**src/rtl/loader_params.svh**
```systemverilog
// ROM loader memory map
`ifndef LOADER_PARAMS_SVH
`define LOADER_PARAMS_SVH

// Byte offsets in the download stream
// Below SCR_START lies CPU code
`define SCR_START   22'h10000
`define OBJ_START   22'h18000

// PROM bytes are routed away from SDRAM
`define PROM_START  25'h20000

// Download byte address width
`define DL_AW       25

// SDRAM 16-bit word address width
`define PROG_AW     22

`endif

```
**src/rtl/loader_pkg.sv**
```systemverilog
// ROM loader shared types
package loader_pkg;

    // Download byte address, read either as a plain offset or as tile fields
    typedef struct packed {
        logic [8:0] upper;      // Bits 24..16
        logic       b15;
        logic       b14;
        logic [6:0] mid;        // Bits 13..7
        logic       b6;
        logic [1:0] pair;       // Bits 5..4 select the object sub-tile
        logic [2:0] b3_1;
        logic       b0;
    } tile_addr_t;

    typedef union packed {
        logic [24:0] linear;
        tile_addr_t  tile;
    } dl_addr_u;

    // Destination of a downloaded byte
    typedef enum logic [1:0] {
        rgn_code   = 2'd0,
        rgn_scroll = 2'd1,
        rgn_object = 2'd2,
        rgn_prom   = 2'd3
    } region_e;

endpackage

```
**src/rtl/addr_remap.sv**
```systemverilog
// Download address remapping
`timescale 1ns/100ps

`include "loader_params.svh"

module addr_remap (
    input  loader_pkg::dl_addr_u  ioctl_addr,
    input  logic [7:0]            ioctl_dout,
    output loader_pkg::region_e   region,
    output logic [`DL_AW-1:0]     remap_addr,
    output logic [7:0]            remap_data
);
    import loader_pkg::*;

    localparam logic [`DL_AW-1:0] scr_start  = `DL_AW'(`SCR_START);
    localparam logic [`DL_AW-1:0] obj_start  = `DL_AW'(`OBJ_START);
    localparam logic [`DL_AW-1:0] prom_start = `PROM_START;

    // Region decode on the plain byte offset
    always_comb begin
        if (ioctl_addr.linear >= prom_start) begin
            region = rgn_prom;
        end else if (ioctl_addr.linear >= obj_start) begin
            region = rgn_object;
        end else if (ioctl_addr.linear >= scr_start) begin
            region = rgn_scroll;
        end else begin
            region = rgn_code;
        end
    end

    always_comb begin
        remap_addr = ioctl_addr.linear;
        remap_data = ioctl_dout;
        case (region)
            rgn_scroll: begin
                // Nibble order differs from what the scroll renderer expects
                remap_data = {ioctl_dout[3:0], ioctl_dout[7:4]};
            end
            rgn_object: begin
                // Reorder so one 32-bit fetch returns a full object row
                remap_addr[15]  = ioctl_addr.tile.b0;
                remap_addr[14]  = ioctl_addr.tile.b15;
                remap_addr[0]   = ioctl_addr.tile.b14;
                remap_addr[2:1] = ioctl_addr.tile.pair + 2'd1;
                remap_addr[6:3] = {ioctl_addr.tile.b6, ioctl_addr.tile.b3_1};
            end
            rgn_prom: begin
                remap_addr = ioctl_addr.linear - prom_start;
            end
            default: begin
                // CPU code goes through as is
                remap_addr = ioctl_addr.linear;
            end
        endcase
    end

endmodule

```
**src/rtl/dwnld_fsm.sv**
```systemverilog
// Download write sequencer
`timescale 1ns/100ps

`include "loader_params.svh"

module dwnld_fsm (
    input  logic                 clk,
    input  logic                 rst_n,
    input  logic                 downloading,
    input  logic                 ioctl_wr,
    input  loader_pkg::region_e  region,
    input  logic [`DL_AW-1:0]    remap_addr,
    input  logic [7:0]           remap_data,
    input  logic                 sdram_ack,
    output logic [`PROG_AW-1:0]  prog_addr,
    output logic [7:0]           prog_data,
    output logic [1:0]           prog_mask,
    output logic                 prog_we,
    output logic                 prom_we
);
    import loader_pkg::*;

    localparam logic [1:0] st_idle       = 2'd0;
    localparam logic [1:0] st_sdram_wait = 2'd1;
    localparam logic [1:0] st_prom_pulse = 2'd2;

    logic [1:0] state;
    logic       accept;

    // Strobes outside idle are lost since the downloader is slower than SDRAM
    assign accept = downloading && ioctl_wr && (state == st_idle);

    always_ff @(posedge clk) begin
        if (!rst_n) begin
            state <= st_idle;
        end else begin
            case (state)
                st_idle: begin
                    if (accept) begin
                        state <= (region == rgn_prom) ? st_prom_pulse : st_sdram_wait;
                    end
                end
                st_sdram_wait: begin
                    if (sdram_ack) begin
                        state <= st_idle;
                    end
                end
                st_prom_pulse: begin
                    state <= st_idle;
                end
                default: begin
                    state <= st_idle;
                end
            endcase
        end
    end

    // Write payload captured once per accepted byte
    always_ff @(posedge clk) begin
        if (accept) begin
            prog_data <= remap_data;
            // Active low mask with the even byte in the low half
            prog_mask <= remap_addr[0] ? 2'b01 : 2'b10;
            if (region == rgn_prom) begin
                prog_addr <= remap_addr[`PROG_AW-1:0];
            end else begin
                prog_addr <= remap_addr[`PROG_AW:1];
            end
        end
    end

    assign prog_we = (state == st_sdram_wait);
    assign prom_we = (state == st_prom_pulse);

endmodule

```
**src/rtl/frac_cen.sv**
```systemverilog
// Fractional pixel clock enables
`timescale 1ns/100ps

module frac_cen (
    input  logic clk,
    input  logic rst_n,
    input  logic vsync60,
    output logic pxl2_cen,
    output logic pxl_cen
);
    logic [9:0] n;
    logic [9:0] m;
    logic [9:0] acc;
    logic [9:0] sum;
    logic       half;

    // Ratio 1/4 for the 60 Hz setting and 32/125 otherwise
    assign n   = vsync60 ? 10'd1 : 10'd32;
    assign m   = vsync60 ? 10'd4 : 10'd125;
    assign sum = acc + n;

    always_ff @(posedge clk) begin
        if (!rst_n) begin
            acc      <= 10'd0;
            half     <= 1'b0;
            pxl2_cen <= 1'b0;
            pxl_cen  <= 1'b0;
        end else if (sum >= m) begin
            acc      <= sum - m;
            half     <= ~half;
            pxl2_cen <= 1'b1;
            // Every second pxl2 pulse starting with the second
            pxl_cen  <= half;
        end else begin
            acc      <= sum;
            pxl2_cen <= 1'b0;
            pxl_cen  <= 1'b0;
        end
    end

endmodule

```
**src/rtl/rom_loader_top.sv**
```systemverilog
// ROM loader top level
`timescale 1ns/100ps

`include "loader_params.svh"

module rom_loader_top (
    input  logic                 clk,
    input  logic                 rst_n,
    input  logic                 vsync60,
    // Download stream
    input  logic                 downloading,
    input  logic [`DL_AW-1:0]    ioctl_addr,
    input  logic [7:0]           ioctl_dout,
    input  logic                 ioctl_wr,
    input  logic                 sdram_ack,
    output logic                 dwnld_busy,
    // SDRAM programming
    output logic [`PROG_AW-1:0]  prog_addr,
    output logic [7:0]           prog_data,
    output logic [1:0]           prog_mask,   // active low
    output logic                 prog_we,
    output logic                 prom_we,
    // Pixel enables
    output logic                 pxl2_cen,    // ~12 MHz
    output logic                 pxl_cen      // ~6 MHz
);
    import loader_pkg::*;

    region_e            region;
    logic [`DL_AW-1:0]  remap_addr;
    logic [7:0]         remap_data;

    assign dwnld_busy = downloading;

    addr_remap u_addr_remap (
        .ioctl_addr  ( ioctl_addr  ),
        .ioctl_dout  ( ioctl_dout  ),
        .region      ( region      ),
        .remap_addr  ( remap_addr  ),
        .remap_data  ( remap_data  )
    );

    dwnld_fsm u_dwnld_fsm (
        .clk         ( clk         ),
        .rst_n       ( rst_n       ),
        .downloading ( downloading ),
        .ioctl_wr    ( ioctl_wr    ),
        .region      ( region      ),
        .remap_addr  ( remap_addr  ),
        .remap_data  ( remap_data  ),
        .sdram_ack   ( sdram_ack   ),
        .prog_addr   ( prog_addr   ),
        .prog_data   ( prog_data   ),
        .prog_mask   ( prog_mask   ),
        .prog_we     ( prog_we     ),
        .prom_we     ( prom_we     )
    );

    frac_cen u_frac_cen (
        .clk         ( clk         ),
        .rst_n       ( rst_n       ),
        .vsync60     ( vsync60     ),
        .pxl2_cen    ( pxl2_cen    ),
        .pxl_cen     ( pxl_cen     )
    );

endmodule

```
**config.mk**
```make
export PLATFORM = sky130hd
export DESIGN_NAME = rom_loader_top
export DESIGN_NICKNAME = d
export VERILOG_FILES = /design/src/rtl/loader_pkg.sv /design/src/rtl/addr_remap.sv /design/src/rtl/dwnld_fsm.sv /design/src/rtl/frac_cen.sv /design/src/rtl/rom_loader_top.sv
export VERILOG_INCLUDE_DIRS = /design/src /design/src/rtl
export SDC_FILE = /design/constraint.sdc
export NUM_CORES = 1
export LEC_CHECK = 0
export ABC_AREA = 1
export BUFFER_PORTS_ARGS = -buffer_cell sky130_fd_sc_hd__buf_2
export CAP_MARGIN = 20
export CORE_MARGIN = 2
export CORE_UTILIZATION = 38
export DETAILED_ROUTE_END_ITERATION = 8
export HOLD_SLACK_MARGIN = 0.06
export PLACE_DENSITY = 0.65
export SETUP_SLACK_MARGIN = 0.3
export SLEW_MARGIN = 10
export SYNTH_ARGS = -nofsm -noshare
export SYNTH_HDL_FRONTEND = slang
export SYNTH_HIERARCHICAL = 1
export SYNTH_SLANG_ARGS = --single-unit
```
**constraint.sdc**
```tcl
create_clock -name clk -period 3.76 [get_ports clk]
set_clock_uncertainty 0.2 [all_clocks]
set_input_delay 0.94 -clock clk [delete_from_list [all_inputs] [get_ports clk]]
set_output_delay 0.94 -clock clk [all_outputs]
set_load 0.01 [all_outputs]
```
Yosys cells after proc, flatten, opt, wreduce, memory -nomap -nowiden
Index checks and enable logic that the tools add are counted.
{"block": "totals", "input_bits": 39, "word_cells": 47, "regBits": 47}
{"block": "op_classes", "add_sub_neg": 4, "magnitude_cmp": 4, "mux": 18, "bitwise": 1, "n_reduce_logical": 5, "eq_ne": 7}
{"operator": "25-bit by 17-bit greater-or-equal comparator with 1-bit output (second input constant)", "count": 2}
{"operator": "25-bit by 18-bit greater-or-equal comparator with 1-bit output (second input constant)", "count": 1}
{"operator": "23-bit by 18-bit subtractor with 23-bit output (second input constant)", "count": 1}
{"operator": "22-bit two-way mux", "count": 1}
{"operator": "7-bit two-way mux", "count": 3}
{"operator": "7-bit case mux with 2 select lines", "count": 1}
{"operator": "2-bit two-way mux", "count": 6}
{"operator": "10-bit adder", "count": 1}
{"operator": "10-bit greater-or-equal comparator", "count": 1}
{"operator": "10-bit two-way mux", "count": 1}
{"operator": "10-bit subtractor", "count": 1}
{"operator": "8-bit two-way mux", "count": 1}
{"operator": "2-bit case mux with 2 select lines", "count": 2}
{"operator": "2-bit == test (second input constant)", "count": 3}
{"operator": "6-bit two-way mux", "count": 1}
{"operator": "2-bit by 1-bit == test with 1-bit output (second input constant)", "count": 2}
{"operator": "2-bit AND reduction", "count": 2}
{"operator": "2-bit by 1-bit adder with 2-bit output (second input constant)", "count": 1}
{"operator": "1-bit logical AND", "count": 2}
{"operator": "2-bit zero test", "count": 1}
{"operator": "1-bit two-way mux", "count": 2}
{"operator": "2-bit by 1-bit inequality test with 1-bit output (second input constant)", "count": 1}
{"operator": "2-bit inequality test (second input constant)", "count": 1}
{"operator": "1-bit NOT", "count": 1}

Longest topological paths before layout
Gate-level depths: netlist (run 1).
{"block": "depth", "depth_word": 8, "mapped_depth": 17, "mapped_depth_nobuf": 17}

By module
The synthesis (run 1) kept the hierarchy.
{"mod": "dwnld_fsm", "n_inst": 1, "seq_area_each_um2": 1001.0, "cells_per_inst": 121, "area_per_inst_um2": 1396.3}
{"mod": "frac_cen", "n_inst": 1, "seq_area_each_um2": 260.2, "cells_per_inst": 181, "area_per_inst_um2": 1199.9}
{"mod": "addr_remap", "n_inst": 1, "seq_area_each_um2": 0.0, "cells_per_inst": 140, "area_per_inst_um2": 823.3}
{"mod": "rom_loader_top", "n_inst": 1, "seq_area_each_um2": 0.0, "cells_per_inst": 1, "area_per_inst_um2": 7.5}

Worst setup path before layout (run 1)
Ideal clock, no wire load.
{"block": "synth_path", "path_kind": "input -> register", "startpoint": "input vsync60", "endpoint": "register u_frac_cen.acc[3]", "path_buffers": 2, "setup_time_ns": 0.113, "required_time_ns": 3.447, "stages": 16, "arrival_time_ns": 2.863, "slack_ns": 0.584, "path_cell_list": "ha_1 -> ha_1 -> nand2_2 -> nor2_4 -> a21oi_1 -> xnor2_1 -> ha_1 -> clkbuf_1 -> inv_1 -> nor2_1 -> nand2_2 -> nand3_4 -> buf_6 -> nand2_2 -> nand2_1 -> nor2_1"}
{"block": "synth_via", "elab_chain_len": 4, "word_cells_on_any_way": 6}
{"item": "start, declared", "line": "rom_loader_top.sv:9", "text": "input logic vsync60,"}
{"item": "6-bit two-way mux", "line": "frac_cen.sv:18", "text": "assign n = vsync60 ? 10'd1 : 10'd32;"}
{"item": "10-bit adder", "line": "frac_cen.sv:20", "text": "assign sum = acc + n;"}
{"item": "10-bit subtractor / 10-bit greater-or-equal comparator (equally long branches)", "line": "frac_cen.sv:29, frac_cen.sv:28"}
{"item": "10-bit two-way mux (*)", "line": "frac_cen.sv:28", "text": "end else if (sum >= m) begin"}
{"item": "end signal, assigned", "line": "frac_cen.sv:29", "text": "acc <= sum - m;"}
{"item": "end signal, assigned", "line": "frac_cen.sv:35", "text": "acc <= sum;"}
{"item": "end, declared", "line": "frac_cen.sv:13", "text": "logic [9:0] acc;"}
Every way passes the cells marked *; elsewhere a longest branch is shown, timed or not.
A chain may end at the register's enable or synchronous reset.

Worst setup path after layout (run 1)
{"block": "layout_path", "startpoint": "input vsync60", "endpoint": "register u_frac_cen.acc[0]"}
The elaborated chain is that of the path after synthesis.

==> results.json, run 1 <==
{
  "outcome": "finished, final reports clean",
  "crit_path_cell_trace": "buf_2 -> ha_1 -> ha_1 -> nand2_2 -> nor2_4 -> xnor2_1 -> inv_1 -> ha_1 -> nand2_1 -> inv_1 -> nand2_1 -> nand2_1 -> nand2_2 -> nand3_4 -> buf_4 -> nor2_1 -> nor2_1",
  "vias_per_cell": 4.70,
  "cts.clk_slew.worst_paths_ns": 0.10,
  "dp_hpwl_um": 5770,
  "p_leak_nw": 1.89,
  "hold_buffers": 0,
  "clock-sinks": 47,
  "initial_core_util": 0.390,
  "critPathRequiredTime_ns": 3.77,
  "maxCapViolCount": 0,
  "syn_area_per_cell_um2": 7.75,
  "clk_latency_ns": 0.30,
  "ys_warn_count": 6,
  "drt_iter0_drc": 77,
  "critPathMaxFanout": 10,
  "io_buffers": 75,
  "wl_met1_um": 3180,
  "core_um2": 8680,
  "dr.pass1.iters": 4,
  "drive_gt1_frac": 0.280,
  "met2_length_um": 3590,
  "gp_congestion": 0.922,
  "num-nets-final": 557,
  "syn_nets": 488,
  "cp_slowest_cell": "ha_1",
  "hold_viol_final": 0,
  "p_total_mw": 1.90,
  "h-tree-depth": 2,
  "slew_violations": 0,
  "setup_slack_ns": 0.548,
  "netlist_area_um2": 3390,
  "clk_path_buf_depth": 2,
  "die_x_um": 98.4,
  "cts_tree": "built",
  "fin_tns_setup_ns": 0,
  "grt_max_degree": 34,
  "dpl_worst_slack_ns": 0.169,
  "dr_wl_met3_um": 230,
  "reg2reg_slack_ns": 1.04,
  "cts-resized-gates": 0,
  "cts_root_buf": "clkbuf_8",
  "crit_end": "u_frac_cen/acc[0]",
  "fin_crit_ns": 3.21,
  "drc": 0,
  "critical_path_class": "in -> reg",
  "num_rows": 34,
  "die_h_um": 98.4,
  "grt-ovfl-total": 0,
  "dieArea_um2": 9690,
  "critPathLaunchType": "input port",
  "netlist_instances": 437,
  "crit_path_max_incr_delay_ns": 0.33,
  "cts_made_buffers": 5,
  "grt_use_total": 0.149,
  "syn_to_final_growth_pct": 14.4,
  "top_layer": "met4",
  "ir_worst_vdd_uv": 157,
  "grt_pass1_vias": 2765,
  "antenna_found_initial": 0,
  "finalCritPeriodShare": 0.854,
  "rr_worst_depth": 16,
  "critPathCaptureType": "flop",
  "route.vias.total": 2893,
  "cts_post_setup_buffers_inserted": 0,
  "grt_pass1_wl_um": 12000,
  "r2r-end": "u_frac_cen/acc[0]",
  "finalWirelength_um": 7130,
  "diodes": 0,
  "postRouteAntennaNets": 0,
  "crit_start": "vsync60",
  "ioPinCount": 76,
  "grt_setup_unrepaired": "false",
  "setup_viol": 0,
  "max_freq_mhz": 311,
  "wl_per_cell_um": 11.6,
  "worst_slew_pin_slew_ns": 0.416,
  "cellPowerDensity_nw_per_um2": 489,
  "hp-class": "reg -> reg",
  "relSlewSlack": 0.723,
  "worstReg2RegStart": "u_frac_cen/acc[0]",
  "cp.arrival_ns": 3.23
}
## power by group
| part | leakage (nW) | switching (mW) | internal, mW |
|---|---|---|---|
| logic | 1.42 | 0.536 | 0.347 |
| clock network | 0.0511 | 0.196 | 0.141 |
| registers | 0.423 | 0.0477 | 0.629 |
| total | 1.89 | 0.780 | 1.12 |
## per-stage QoR
stage,utilization,std cells,hold slack (ns),cell area (µm²)
final,0.447,615,0.302,3870
after global routing,0.447,615,0.334,3870
after CTS,0.443,611,0.307,3840
after detailed placement,0.432,603,0.293,3750
after global placement,0.432,603,0.290,3750
after floorplan,-,437,0.246,3390
## cell usage in the layout (no fill, tap or decap)
cell and instances:
nor2_4 4, nand4_1 16, nor2_1 39, nand2_4 7
nand3_2 3, nand3_1 24, edfxtp_1 32, inv_6 2
ha_1 12, nor2_2 6, o21ai_1 4, clkbuf_8 5
o31ai_1 1, nand3_4 2, nor2_8 4, and2_1 1
nand2_2 14, inv_8 1, o21ai_2 3, buf_2 75
inv_1 44, xor2_1 9, a21oi_2 3, inv_4 2
xnor2_1 3, or2_2 3, nand3b_1 3, nand2_1 146
a21oi_1 10, o21ai_0 3, buf_4 7, dfxtp_1 15
nor3_1 3, inv_2 1
## worst max-delay path: cells and delay by family
family | cells | cell delay, ns
and+or+nand+nor | 9 | 0.85
adders and majority gates | 3 | 0.78
buffers and inverters | 4 | 0.45
xor gates and xnor gates | 1 | 0.20
## worst min path at each step
stage                          startpoint                  to  slack (ns)  cells after the start
after global placement    u_frac_cen/half  u_frac_cen/pxl_cen        0.29                      2
after floorplan           u_frac_cen/half  u_frac_cen/pxl_cen        0.25                      2
after global routing      u_frac_cen/half  u_frac_cen/pxl_cen        0.33                      2
after CTS                 u_frac_cen/half  u_frac_cen/pxl_cen        0.31                      2
final                     u_frac_cen/half  u_frac_cen/pxl_cen        0.30                      2
after detailed placement  u_frac_cen/half  u_frac_cen/pxl_cen        0.29                      2
## area by class of cell
cell class              count  area, µm²
well taps                 108        135
fillers                   873       4800
clock buffers               5       68.8
multi-input cells         323       1770
inverters                  47        181
repair buffers             82        428
clock inverters             3       28.8
flip-flops and latches     47       1260
## layer usage
metal	track usage	vias up
li1	-	1527
met1	0.183	1301
met2	0.267	53
met3	0.0213	12
met4	0.0506	0
met5	0	-
## flip-flops by register name, summed over array words and instances (netlist names)
name / cells
u_dwnld_fsm/prog_addr: 22
u_dwnld_fsm/prog_data: 8
u_dwnld_fsm/prog_mask: 2
u_dwnld_fsm/state: 2
u_frac_cen/acc: 10
u_frac_cen/half: 1
u_frac_cen/pxl2_cen: 1
u_frac_cen/pxl_cen: 1
Note: power is estimated with default switching activity, not from simulation.
==> run 2: changes to the inputs <==
- ABC_AREA: 1 -> default
- BUFFER_PORTS_ARGS: -buffer_cell sky130_fd_sc_hd__buf_2 -> -buffer_cell sky130_fd_sc_hd__buf_4
- PLACE_DENSITY: 0.65 -> 0.66
==> run 2 against run 1 <==
Compared with the run above:
- sequential power increased by 2%
- sequential share of layout area decreased by 0.63 points
- non-clock buffer count increased by 2
- critical endpoint is now u_frac_cen/acc[6]
- largest cell class unchanged
==> results.json, run 2 <==
{
  "outcome": "finished, final reports clean",
  "hold_path_depth": 2,
  "final_cells": 448,
  "ys_warn_count": 6,
  "cp_slowest_cell": "a2111oi_4",
  "cts_root_buf": "clkbuf_8",
  "critPathMaxFanout": 10,
  "crit_path_cell_trace": "buf_4 -> ha_1 -> ha_1 -> nand3_1 -> xnor2_2 -> ha_1 -> or3_4 -> a21oi_4 -> o22ai_4 -> a2111oi_4 -> buf_12 -> mux2i_1",
  "critPathCaptureType": "flop",
  "setup_slack_ns": 0.441,
  "multi_input_area_um2": 1720,
  "drive_gt1_frac": 0.446,
  "route.vias.total": 2357,
  "crit_path_max_incr_delay_ns": 0.38,
  "grt_pass1_wl_um": 11200,
  "r2r-end": "u_frac_cen/acc[6]",
  "diodes": 0,
  "postRouteAntennaNets": 0,
  "die_x_um": 94.9,
  "syn_area_per_cell_um2": 11.7,
  "p_total_mw": 1.97,
  "clock-sinks": 47,
  "fin_tns_setup_ns": 0,
  "dp_cells": 438,
  "cts_tree": "built",
  "min_to": "u_frac_cen/half",
  "cts_made_buffers": 5,
  "critPathRequiredTime_ns": 3.78,
  "ioPinCount": 76,
  "vias_per_cell": 5.26,
  "cts.clk_slew.worst_paths_ns": 0.09,
  "h-tree-depth": 2,
  "layout_common_cells": "82 x buf_4, 32 x edfxtp_1, 19 x mux2_4",
  "regMostFlops": "u_dwnld_fsm/prog_addr",
  "drt_iter0_drc": 112,
  "hold_buffers": 0,
  "grt_max_degree": 35,
  "whs_ns": 0.277,
  "clk_path_buf_depth": 2,
  "gp_congestion": 0.851,
  "core_um2": 8090,
  "cellPowerDensity_nw_per_um2": 498,
  "io_buffers": 75,
  "dp_hpwl_um": 5400,
  "antenna_found_initial": 0,
  "syn_nets": 319,
  "hold_viol_final": 0,
  "rr_worst_depth": 11,
  "grt-ovfl-total": 0,
  "slew_violations": 0,
  "num-nets-final": 393,
  "grt_pass1_vias": 2402,
  "largest_register_ffs": 22,
  "maxCapViolCount": 0,
  "fillCellCount": 780,
  "fin_crit_ns": 3.32,
  "ir_worst_vdd_uv": 192,
  "clk_latency_ns": 0.29,
  "hp-class": "reg -> reg",
  "critical_path_class": "in -> reg",
  "top_regs": "u_dwnld_fsm/prog_addr (22), u_frac_cen/acc (10), u_dwnld_fsm/prog_data (8)",
  "grt_use_total": 0.158,
  "worstHoldStart": "u_frac_cen/half",
  "setup_viol": 0,
  "max_freq_mhz": 301,
  "crit_top_cell": "ha_1",
  "layout.area.seq_um2": 1260,
  "reg2reg_slack_ns": 0.78,
  "p_leak_nw": 1.62,
  "final_common_cell": "buf_4",
  "worstReg2RegStart": "u_frac_cen/acc[0]",
  "netlist_area_um2": 3140,
  "dpl_worst_slack_ns": 0.0951,
  "die_h_um": 94.9,
  "dieArea_um2": 9000,
  "relSlewSlack": 0.406,
  "drc": 0,
  "cp.arrival_ns": 3.34,
  "critPathLaunchType": "input port",
  "syn_to_final_growth_pct": 25.9,
  "num_rows": 33,
  "finalWirelength_um": 6800,
  "dr.pass1.iters": 4,
  "grt_setup_unrepaired": "false",
  "wl_per_cell_um": 15.2,
  "worst_slew_pin_slew_ns": 0.891,
  "netlist_instances": 268,
  "initial_core_util": 0.388,
  "finalCritPeriodShare": 0.883
}
## run 2: area by class of cell
class,instances,area share
inverter,13,0.0123
sequential,47,0.319
tap,105,0.0332
clock inverter,2,0.0152
timing repair buffer,84,0.166
multi-input combinational,191,0.436
clock buffer,6,0.0184
## run 2: timing repair
action / CTS / global route
resized for setup: 0 / 4
buffers inserted: 0 / 2
endpoints found under the setup margin: 0 / 9
## run 2: stage by stage
step,util,area [µm²]
CTS,0.484,3920
global placement,0.468,3790
finish,0.488,3950
global route,0.488,3950
detailed placement,0.468,3790
floorplan,-,3140
## run 2: worst max-delay path by stage
stage,to,cells past startpoint,from,slack (ns)
CTS,u_frac_cen/acc[6],12,vsync60,0.40
global placement,u_frac_cen/acc[6],12,vsync60,0.17
finish,u_frac_cen/acc[6],12,vsync60,0.44
floorplan,u_frac_cen/acc[3],11,vsync60,0.31
detailed placement,u_frac_cen/acc[6],12,vsync60,0.1
global route,u_frac_cen/acc[1],12,vsync60,0.30
## run 2: power breakdown
part	switching [mW]	internal [mW]
combinational	0.432	0.408
clock	0.169	0.266
sequential	0.0657	0.628
total	0.666	1.30
## run 2: worst max-delay path, delay by kind of cell
kind | cells | cell delay (ns)
AOI/OAI and AO/OA | 3 | 0.67
xor gates and xnor gates | 1 | 0.17
adders and majority gates | 3 | 0.61
buffers and inverters | 2 | 0.28
muxes | 1 | 0.19
and+or+nand+nor | 2 | 0.46
## run 2: routing by layer
metal | vias up | track usage | share of wire
met5 | - | 0 | 0
met4 | 0 | 0.0374 | 0.014
met3 | 12 | 0.0431 | 0.062
met2 | 68 | 0.278 | 0.51
met1 | 1138 | 0.192 | 0.42
li1 | 1139 | - | -
